--- config.mk ---
export PLATFORM = sky130hd
export DESIGN_NAME = rx_access_detect
export DESIGN_NICKNAME = d
export VERILOG_FILES = /design/src/verilog/bt_rx_pkg.sv /design/src/verilog/rx_access_detect.sv /design/src/verilog/code_select.sv /design/src/verilog/sync_correlator.sv /design/src/verilog/rx_bit_sampler.sv
export SDC_FILE = /design/constraint.sdc
export NUM_CORES = 1
export LEC_CHECK = 0
export BUFFER_PORTS_ARGS = -buffer_cell sky130_fd_sc_hd__clkbuf_2
export CAP_MARGIN = 10
export CORE_ASPECT_RATIO = 1.25
export CORE_MARGIN = 2
export CORE_UTILIZATION = 58
export DETAILED_ROUTE_END_ITERATION = 8
export GPL_ROUTABILITY_DRIVEN = 0
export MAX_ROUTING_LAYER = met4
export PLACE_DENSITY = 0.84
export SETUP_SLACK_MARGIN = 0.3
export SKIP_LAST_GASP = 1
export SYNTH_ARGS = -nofsm -noshare
export SYNTH_HDL_FRONTEND = slang
export SYNTH_HIERARCHICAL = 1
export SYNTH_SLANG_ARGS = --single-unit
export TNS_END_PERCENT = 30
--- constraint.sdc ---
create_clock -name clk_6M -period 9.3 [get_ports clk_6M]
set_input_delay 0.465 -clock clk_6M [delete_from_list [all_inputs] [get_ports clk_6M]]
set_output_delay 0.465 -clock clk_6M [all_outputs]
set_load 0.02 [all_outputs]
--- src/verilog/bt_rx_pkg.sv ---
package bt_rx_pkg;

  // sync word length in bits
  parameter int SYNC_BITS = 64;

  // 0 CAC, 1 DAC, 2 GIAC, 3 DIAC
  parameter int N_CODES = 4;

  // clk_6M cycles per 1 us bit
  parameter int TICK_DIV = 6;

  typedef logic [SYNC_BITS-1:0] sync_word_t;

  // 0 to 64 mismatches
  typedef logic [6:0] err_count_t;

  typedef logic [5:0] err_thresh_t;

  typedef logic [1:0] code_idx_t;

  // sampler to correlators
  typedef struct packed {
    sync_word_t bits;
    logic       valid;
  } rx_window_t;

  // one per correlator
  typedef struct packed {
    logic       hit;
    err_count_t errors;
  } corr_result_t;

  typedef struct packed {
    logic       trig;
    code_idx_t  code;
    err_count_t errors;
  } detect_t;

  typedef enum logic {
    DET_ARMED,
    DET_HOLD
  } det_state_t;

endpackage
--- src/verilog/rx_access_detect.sv ---
`timescale 1ns/1ps

module rx_access_detect #(
  parameter int HOLDOFF_BITS = 64
) (
  input  logic                                            clk_6M,
  input  logic                                            rstz,
  input  logic [2:0]                                      rxsymbol,
  input  bt_rx_pkg::sync_word_t [bt_rx_pkg::N_CODES-1:0] sync_words,
  input  logic [bt_rx_pkg::N_CODES-1:0]                   code_enable,
  input  bt_rx_pkg::err_thresh_t                          corre_threshold,
  output logic                                            p_1us,
  output bt_rx_pkg::detect_t                              detect
);

  import bt_rx_pkg::*;

  rx_window_t                 window;
  corr_result_t [N_CODES-1:0] results;

  rx_bit_sampler u_sampler (
    .clk_6M   (clk_6M),
    .rstz     (rstz),
    .rxsymbol (rxsymbol),
    .p_1us    (p_1us),
    .window   (window)
  );

  // CAC, DAC, GIAC, DIAC in index order
  generate
    for (genvar i = 0; i < N_CODES; i++)
    begin : g_corr
      sync_correlator u_corr (
        .clk_6M          (clk_6M),
        .rstz            (rstz),
        .window          (window),
        .sync_word       (sync_words[i]),
        .enable          (code_enable[i]),
        .corre_threshold (corre_threshold),
        .result          (results[i])
      );
    end
  endgenerate

  code_select #(
    .HOLDOFF_BITS (HOLDOFF_BITS)
  ) u_select (
    .clk_6M       (clk_6M),
    .rstz         (rstz),
    .window_valid (window.valid),
    .results      (results),
    .detect       (detect)
  );

endmodule

--- src/verilog/code_select.sv ---
`timescale 1ns/1ps

module code_select #(
  parameter int HOLDOFF_BITS = 64
) (
  input  logic                                              clk_6M,
  input  logic                                              rstz,
  input  logic                                              window_valid,
  input  bt_rx_pkg::corr_result_t [bt_rx_pkg::N_CODES-1:0] results,
  output bt_rx_pkg::detect_t                                detect
);

  import bt_rx_pkg::*;

  localparam int HOLD_W = $clog2(HOLDOFF_BITS + 1);

  det_state_t        state;
  logic              valid_d;
  logic [HOLD_W-1:0] hold_cnt;
  logic              any_hit;
  code_idx_t         pick_idx;
  err_count_t        pick_err;
  logic              fire;
  logic              trig_q;
  code_idx_t         code_q;
  err_count_t        errors_q;

  // lowest index wins, so scan downward
  always_comb
  begin
    any_hit  = 1'b0;
    pick_idx = '0;
    pick_err = '0;
    for (int i = N_CODES - 1; i >= 0; i--)
    begin
      if (results[i].hit)
      begin
        any_hit  = 1'b1;
        pick_idx = code_idx_t'(i);
        pick_err = results[i].errors;
      end
    end
  end

  // results are fresh one cycle after the window
  assign fire = (state == DET_ARMED) && valid_d && any_hit;

  always_ff @(posedge clk_6M or negedge rstz)
  begin
    if (!rstz)
    begin
      state    <= DET_ARMED;
      valid_d  <= 1'b0;
      hold_cnt <= '0;
      trig_q   <= 1'b0;
    end
    else
    begin
      valid_d <= window_valid;
      trig_q  <= fire;
      case (state)
        DET_ARMED:
          if (fire)
          begin
            hold_cnt <= '0;
            state    <= DET_HOLD;
          end
        DET_HOLD:
          // the last masked window is dropped as it leaves hold
          if (valid_d && hold_cnt == HOLD_W'(HOLDOFF_BITS))
            state <= DET_ARMED;
          else if (window_valid)
            hold_cnt <= hold_cnt + 1'b1;
      endcase
    end
  end

  always_ff @(posedge clk_6M)
  begin
    if (fire)
    begin
      code_q   <= pick_idx;
      errors_q <= pick_err;
    end
  end

  assign detect = '{trig: trig_q, code: code_q, errors: errors_q};

  assert property (@(posedge clk_6M) disable iff (!rstz)
    detect.trig |=> !detect.trig)
  else
    $error("trigger held for two cycles");

  assert property (@(posedge clk_6M) disable iff (!rstz)
    detect.trig |-> $past(state) == DET_ARMED)
  else
    $error("trigger fired during hold-off");

endmodule

--- src/verilog/sync_correlator.sv ---
`timescale 1ns/1ps

module sync_correlator (
  input  logic                    clk_6M,
  input  logic                    rstz,
  input  bt_rx_pkg::rx_window_t   window,
  input  bt_rx_pkg::sync_word_t   sync_word,
  input  logic                    enable,
  input  bt_rx_pkg::err_thresh_t  corre_threshold,
  output bt_rx_pkg::corr_result_t result
);

  import bt_rx_pkg::*;

  err_count_t mismatches;
  logic       hit_q;
  err_count_t errors_q;

  // popcount of the differing bits
  always_comb
  begin
    mismatches = '0;
    for (int b = 0; b < SYNC_BITS; b++)
      mismatches = mismatches + err_count_t'(window.bits[b] ^ sync_word[b]);
  end

  always_ff @(posedge clk_6M or negedge rstz)
  begin
    if (!rstz)
      hit_q <= 1'b0;
    else if (window.valid)
      hit_q <= enable && (mismatches <= err_count_t'(corre_threshold));
  end

  // count held with the hit until the next window
  always_ff @(posedge clk_6M)
  begin
    if (window.valid)
      errors_q <= mismatches;
  end

  assign result = '{hit: hit_q, errors: errors_q};

  // threshold as it was when the window was evaluated
  assert property (@(posedge clk_6M) disable iff (!rstz)
    window.valid |=> (!result.hit ||
                      result.errors <= err_count_t'($past(corre_threshold))))
  else
    $error("hit flagged above the error threshold");

endmodule

--- src/verilog/rx_bit_sampler.sv ---
`timescale 1ns/1ps

module rx_bit_sampler (
  input  logic                  clk_6M,
  input  logic                  rstz,
  input  logic [2:0]            rxsymbol,
  output logic                  p_1us,
  output bt_rx_pkg::rx_window_t window
);

  import bt_rx_pkg::*;

  localparam int CNT_W = $clog2(TICK_DIV);

  logic [CNT_W-1:0] tick_cnt;
  logic             tick_last;
  sync_word_t       sync_in;
  logic             win_valid;

  assign tick_last = (tick_cnt == CNT_W'(TICK_DIV - 1));

  // 1 us strobe, first one TICK_DIV cycles out of reset
  always_ff @(posedge clk_6M or negedge rstz)
  begin
    if (!rstz)
    begin
      tick_cnt <= '0;
      p_1us    <= 1'b0;
    end
    else
    begin
      p_1us <= tick_last;
      if (tick_last)
        tick_cnt <= '0;
      else
        tick_cnt <= tick_cnt + 1'b1;
    end
  end

  // newest bit in bit 0, the word arrives msb first
  always_ff @(posedge clk_6M or negedge rstz)
  begin
    if (!rstz)
    begin
      sync_in   <= '0;
      win_valid <= 1'b0;
    end
    else
    begin
      win_valid <= p_1us;
      if (p_1us)
        sync_in <= {sync_in[SYNC_BITS-2:0], rxsymbol[0]};
    end
  end

  assign window = '{bits: sync_in, valid: win_valid};

  // a window is only ever new right after a bit strobe
  assert property (@(posedge clk_6M) disable iff (!rstz)
    window.valid |-> $past(p_1us))
  else
    $error("window valid without a preceding bit tick");

endmodule

== After elaboration in Yosys (flattened, before gate mapping) ==
Index checks and enable logic that the tools add are counted.

* Register bits: 120
* Bits of input ports: 271
* Output and inout bits: 11
* Logic and storage cells: 567

* Add/sub/neg operators: 254
* Magnitude comparators: 4
* Equality and inequality tests: 5
* Muxes and demuxes: 19
* Bitwise operators: 257
* Reductions and logical operators: 9

{| class="wikitable"
|+ Operators with widths
! operator !! count
|-
| $add 7x7->7 || 252
|-
| $xor 1x1->1 || 256
|-
| $mux 7 || 7
|-
| $le 7x6->1 || 4
|-
| $pmux 7 s2 || 1
|-
| $add 7x1->7 const B || 1
|-
| $eq 7x7->1 const B || 1
|-
| $logic_and 1x1->1 || 7
|-
| $mux 1 || 7
|-
| $mux 2 || 2
|-
| $ne 2x2->1 const B || 2
|-
| $add 3x1->3 const B || 1
|-
| $eq 3x3->1 const B || 1
|-
| $mux 3 || 1
|-
| $reduce_and 3->1 || 1
|-
| $ne 2x1->1 const B || 1
|-
| $pmux 1 s2 || 1
|-
| $reduce_or 2->1 || 1
|-
| $not 1->1 || 1
|}

== Logic depth before layout (Yosys ltp) ==
* Depth after elaboration: 66
* Mapped depth: 24
* Mapped depth without buffers: 24

== Cells and area by module ==
The synthesis kept the hierarchy.

{| class="wikitable"
|+ Modules (own cells, without submodules)
! module !! instances !! cells an instance !! area each (µm²)
|-
| sync_correlator (g_corr[0].u_corr ...) || 2 || 227 || 2527.4
|-
| rx_bit_sampler || 1 || 149 || 2852.7
|-
| sync_correlator (g_corr[3].u_corr) || 1 || 227 || 2533.7
|-
| sync_correlator (g_corr[2].u_corr) || 1 || 226 || 2523.7
|-
| code_select || 1 || 100 || 1048.5
|}

== Least setup slack after synthesis ==
No wires, ideal clock.

* Path type: in2reg
* From: in sync_words[75] (netlist name)
* To: reg g_corr[1].u_corr.hit_q
* Arrival: 6.762 ns
* Path slack: 2.393 ns
* Stages on the path: 23
* Buffers on the path: 0
* Cells stage by stage: xor2_1 -> fa_1 -> inv_1 -> fa_1 -> inv_1 -> fa_1 -> fa_1 -> fa_1 -> fa_1 -> inv_1 -> fa_1 -> fa_1 -> inv_1 -> ha_1 -> fa_1 -> a21o_1 -> a21oi_1 -> xnor2_1 -> ha_1 -> nand2_1 -> a211o_1 -> a21oi_2 -> o32ai_2

* Cells in the longest elaborated chain, start to end: 56

{| class="wikitable"
|+ Ends and longest elaborated chain
! item !! RTL line !! text
|-
| from (decl) || rx_access_detect.sv:9 || <nowiki>input bt_rx_pkg::sync_word_t [bt_rx_pkg::N_CODES-1:0] sync_words,</nowiki>
|-
| $xor 1x1->1 || sync_correlator.sv:24 || <nowiki>mismatches = mismatches + err_count_t'(window.bits[b] ^ sync_word[b]);</nowiki>
|-
| $add 7x7->7 (53 in a row) || sync_correlator.sv:24 ||
|-
| via g_corr[1].u_corr.mismatches[4] || sync_correlator.sv:15 || <nowiki>err_count_t mismatches;</nowiki>
|-
| $le 7x6->1 || sync_correlator.sv:32 || <nowiki>hit_q <= enable && (mismatches <= err_count_t'(corre_threshold));</nowiki>
|-
| $logic_and 1x1->1 || sync_correlator.sv:32 ||
|-
| to (signal assigned) || sync_correlator.sv:32 ||
|-
| to (decl) || sync_correlator.sv:16 || <nowiki>logic hit_q;</nowiki>
|}

The timed path passes the listed nets, and every way through them passes these cells.
A chain may end at the register's enable or synchronous reset.

== Worst setup path after layout ==
* From: reg u_sampler.sync_in[0]
* To: reg g_corr[1].u_corr.hit_q

* Cells in the longest elaborated chain, start to end: 66

{| class="wikitable"
|+ Ends and longest elaborated chain
! item !! RTL line !! text
|-
| from (decl) || rx_bit_sampler.sv:17 || <nowiki>sync_word_t sync_in;</nowiki>
|-
| from (signal assigned) || rx_bit_sampler.sv:52 || <nowiki>sync_in <= {sync_in[SYNC_BITS-2:0], rxsymbol[0]};</nowiki>
|-
| $xor 1x1->1 || sync_correlator.sv:24 ||
|-
| $add 7x7->7 (63 in a row) || sync_correlator.sv:24 ||
|-
| via g_corr[1].u_corr.mismatches[4] || sync_correlator.sv:15 ||
|-
| $le 7x6->1 || sync_correlator.sv:32 ||
|-
| $logic_and 1x1->1 || sync_correlator.sv:32 ||
|}

The timed path passes the listed nets, and every way through them passes these cells.

==> flow_metrics.tcl <==
set metrics [dict create \
    cts-root-to-sink-buffers 2 \
    route.antenna.remaining_nets 0 \
    timing.critical_path.from_type "register" \
    path_buf_inv 3 \
    share_of_the_yosys_chip_area_belonging_to_registers_pct 22.8 \
    drc_markers 0 \
    yosys.area.top_type "sky130_fd_sc_hd__fa_1" \
    setup_slack_ns 1.77 \
    worst_clock_skew_ns 0.0111 \
    met2_wirelength_mm 19.0 \
    floorplan.die_area_um2 25400 \
    holdCritPathClass "primary input to asynchronous set/reset pin" \
    route.vias.total 9518 \
    design.core.area_um2 23700 \
    max_cap_viol 0 \
    post_detailed_placement_half_perimeter_wirelength_mm 31.7 \
    grt_pass1_vias 10700 \
    fin_tns_setup_ns 0 \
    hold_violations 0 \
    timing.critical_path.cells "xnor2_1 > fa_1 > inv_1 > fa_1 > fa_1 > fa_1 > fa_1 > fa_1 > inv_1 > fa_1 > fa_1 > inv_1 > ha_1 > fa_1 > a21o_1 > a21oi_1 > xnor2_1 > ha_1 > nand2_1 > a211o_1 > a21oi_2 > o32ai_2" \
    synth_ff_type "sky130_fd_sc_hd__dfrtp_1" \
    timing.final.max_slew_violations 0 \
    postSynthCellCount 1156 \
    synth_enable_flop_cells 37 \
    ctsHtreeMaxLevel 4 \
    route.met3.wl_mm 2.08 \
    ioPinCount 282 \
    initialDrtViolationCount 689 \
    clockRootBuffer "sky130_fd_sc_hd__clkbuf_16" \
    io_buffers 279 \
    gr-total-overflow 0 \
    critical_path_class "register to register" \
    syn_area_um2 14000 \
    net_count_after_synthesis 1729 \
    pre_cts_slack_ns 1.76 \
    grt_setup_unrepaired "false" \
    drt-pass1-iter-count 5 \
    grt_antenna_before_repair 0 \
    largest_net_degree_at_the_start_of_global_routing 55 \
    wirelength_mm 37.8 \
    tightestPinTransition_ns 1.03 \
    critical-path-slowest-cell "sky130_fd_sc_hd__fa_1" \
    final_common_cell "sky130_fd_sc_hd__clkbuf_2" \
    met1_wire_length_mm 13.6 \
    syn_to_final_growth_pct 15.8 \
    cts.clk_slew.worst_paths_ns 0.06 \
    cts_resized 0 \
    finalCriticalPeriod_ns 7.53 \
    cp_top_family "adder cells" \
    cts-hold-fix-buffers 0 \
    synthArstFlopShare_pct 69.2 \
    cts_buffers 17 \
    worst_ep_arrival_time_ns 7.81 \
    drt-vias-per-instance 5.36 \
    cts_tree "built" \
    worst_skew_pair.late_latency_ns 0.43 \
    synthDistinctLibCells 53 \
    cp_data_required_time_ns 9.58 \
    run_status "complete, no violations" \
    post_route_cells_drive_above_1_share_pct 27.5 \
    grt_pass1_wl_mm 57.5 \
    synth-warning-count 6 \
    diodes 0 \
    critical-path-max-stage-delay_ns 0.59 \
    floorplan.die.width_um 143 \
    syn-mean-instance-area_um2 12.1 \
    start_util_pct 59.1 \
    share_of_the_cycle_needed_by_the_critical_path_after_routing_pct 81.0 \
    synth_top_area_share_pct 30.9 \
    ys_seq_elements 120 \
    worst_path_most_repeated_cell "sky130_fd_sc_hd__fa_1" \
    floorplan.rows 63 \
    crit_fanout 6 \
    nNetsFinal 2011 \
    wl_per_cell_um 21.3 \
    fmax_mhz 133 \
    timing.max_slew.rel_slack_pct 31.1 \
    postCtsSetupRepairBufs 0 \
    worst_setup_path_end_kind "register" \
    commonest_cells_after_routing_fill_and_taps_aside "sky130_fd_sc_hd__clkbuf_2 (278), sky130_fd_sc_hd__fa_1 (216), sky130_fd_sc_hd__inv_1 (206)" \
    die_h_um 178 \
    grt_util_all_layers_pct 32.2 \
    clock_sinks 120 \
    setup_viol 0 \
    uppermost_signal_routing_layer_after_detailed_routing "met4" \
    synth_top_cells_by_area "sky130_fd_sc_hd__fa_1 (31%), sky130_fd_sc_hd__dfrtp_1 (15%), sky130_fd_sc_hd__xor2_1 (9.0%)" \
]
-- layout make-up --
class / instances / area, um^2
repair buffers: 282 / 1420
fillers: 1640 / 7500
well taps: 325 / 407
clock buffers: 19 / 443
clock inverters: 13 / 143
inverters: 206 / 773
flip-flops and latches: 120 / 3190
multi-input cells: 811 / 9850
-- worst register-to-register path, stage by stage, from the launching register on --
cell and delay (ns):
sky130_fd_sc_hd__dfrtp_1 0.48, sky130_fd_sc_hd__xnor2_1 0.20, sky130_fd_sc_hd__fa_1 0.56, sky130_fd_sc_hd__inv_1 0.06, sky130_fd_sc_hd__fa_1 0.53, sky130_fd_sc_hd__fa_1 0.54
sky130_fd_sc_hd__fa_1 0.59, sky130_fd_sc_hd__fa_1 0.54, sky130_fd_sc_hd__fa_1 0.54, sky130_fd_sc_hd__inv_1 0.08, sky130_fd_sc_hd__fa_1 0.52, sky130_fd_sc_hd__fa_1 0.56
sky130_fd_sc_hd__inv_1 0.05, sky130_fd_sc_hd__ha_1 0.24, sky130_fd_sc_hd__fa_1 0.41, sky130_fd_sc_hd__a21o_1 0.22, sky130_fd_sc_hd__a21oi_1 0.20, sky130_fd_sc_hd__xnor2_1 0.14
sky130_fd_sc_hd__ha_1 0.31, sky130_fd_sc_hd__nand2_1 0.08, sky130_fd_sc_hd__a211o_1 0.29, sky130_fd_sc_hd__a21oi_2 0.15, sky130_fd_sc_hd__o32ai_2 0.09
-- path summary, 6_finish.rpt --
path                       cells past startpoint                                 end                              from  slack (ns)
hold reg to reg                                1    u_select/hold_cnt[5]$_DFFE_PN0P_  u_select/hold_cnt[5]$_DFFE_PN0P_        0.51
setup / recovery                              22  g_corr[1].u_corr/hit_q$_DFFE_PN0P_  u_sampler/sync_in[0]$_DFFE_PN0P_        1.77
setup reg to reg                              22  g_corr[1].u_corr/hit_q$_DFFE_PN0P_  u_sampler/sync_in[0]$_DFFE_PN0P_        1.77
hold / removal                                 1  g_corr[0].u_corr/hit_q$_DFFE_PN0P_                              rstz        0.03
max in group asynchronous                      2           u_sampler/p_1us$_DFF_PN0_                              rstz        8.19
min in group clk_6M                            2    u_sampler/sync_in[0]$_DFFE_PN0P_                       rxsymbol[0]        0.27
-- per-stage QoR --
step	hold WS, ns	utilization [%]	instance area [um^2]	instances
6_report	0.0347	68.4	16200	1776
3_5_place_dp	0.488	65.9	15600	1744
2_1_floorplan	0.169	-	14000	1156
5_1_grt	0.0713	68.4	16200	1776
4_1_cts	0.0529	68.4	16200	1776
3_3_place_gp	0.454	65.9	15600	1744
-- cell usage after synthesis, types with 4 or more instances --
library cell	n
sky130_fd_sc_hd__fa_1	216
sky130_fd_sc_hd__inv_1	206
sky130_fd_sc_hd__xor2_1	144
sky130_fd_sc_hd__xnor2_1	126
sky130_fd_sc_hd__ha_1	86
sky130_fd_sc_hd__dfrtp_1	83
sky130_fd_sc_hd__mux2_4	60
sky130_fd_sc_hd__edfxtp_1	37
sky130_fd_sc_hd__nand2_1	29
sky130_fd_sc_hd__a21oi_1	14
sky130_fd_sc_hd__nor2_1	14
sky130_fd_sc_hd__nor2b_1	10
sky130_fd_sc_hd__o21ai_0	9
sky130_fd_sc_hd__nand3_1	8
sky130_fd_sc_hd__a21o_1	7
sky130_fd_sc_hd__nand4_1	7
sky130_fd_sc_hd__a221oi_1	6
sky130_fd_sc_hd__buf_12	6
sky130_fd_sc_hd__buf_4	6
sky130_fd_sc_hd__o31ai_1	6
sky130_fd_sc_hd__a31oi_1	5
sky130_fd_sc_hd__clkbuf_1	5
sky130_fd_sc_hd__nand2b_1	5
sky130_fd_sc_hd__nand3b_1	5
sky130_fd_sc_hd__mux2_2	4
sky130_fd_sc_hd__o21ba_2	4
sky130_fd_sc_hd__o32ai_2	4
-- logic make-up after synthesis --
kind of cell | count (synthesis) | synth area share (%)
adders and majority gates | 302 | 38.5
and+or+nand+nor | 97 | 3.82
muxes | 65 | 6.82
xor gates and xnor gates | 270 | 16.9
buffers and inverters | 225 | 6.99
DFF | 120 | 22.8
AOI/OAI and AO/OA | 77 | 4.21
-- flip-flops by register name, summed over array words and instances (netlist names) --
register	flops
u_sampler/sync_in	64
u_select/errors_q	7
u_select/code_q	2
u_select/valid_d	1
g_corr.u_corr/errors_q	28
u_sampler/win_valid	1
u_sampler/p_1us	1
g_corr.u_corr/hit_q	4
u_sampler/tick_cnt	3
u_select/trig_q	1
u_select/state	1
u_select/hold_cnt	7
-- layer usage --
layer	vias up	global-route usage, %
met5	-	-
met4	0	22.3
met3	139	5.07
met2	466	53.2
met1	4726	35.8
li1	4187	-
Power is left out: the tool's default activity adds up to more than one toggle a clock period on the data nets, which glitch-free logic cannot reach.
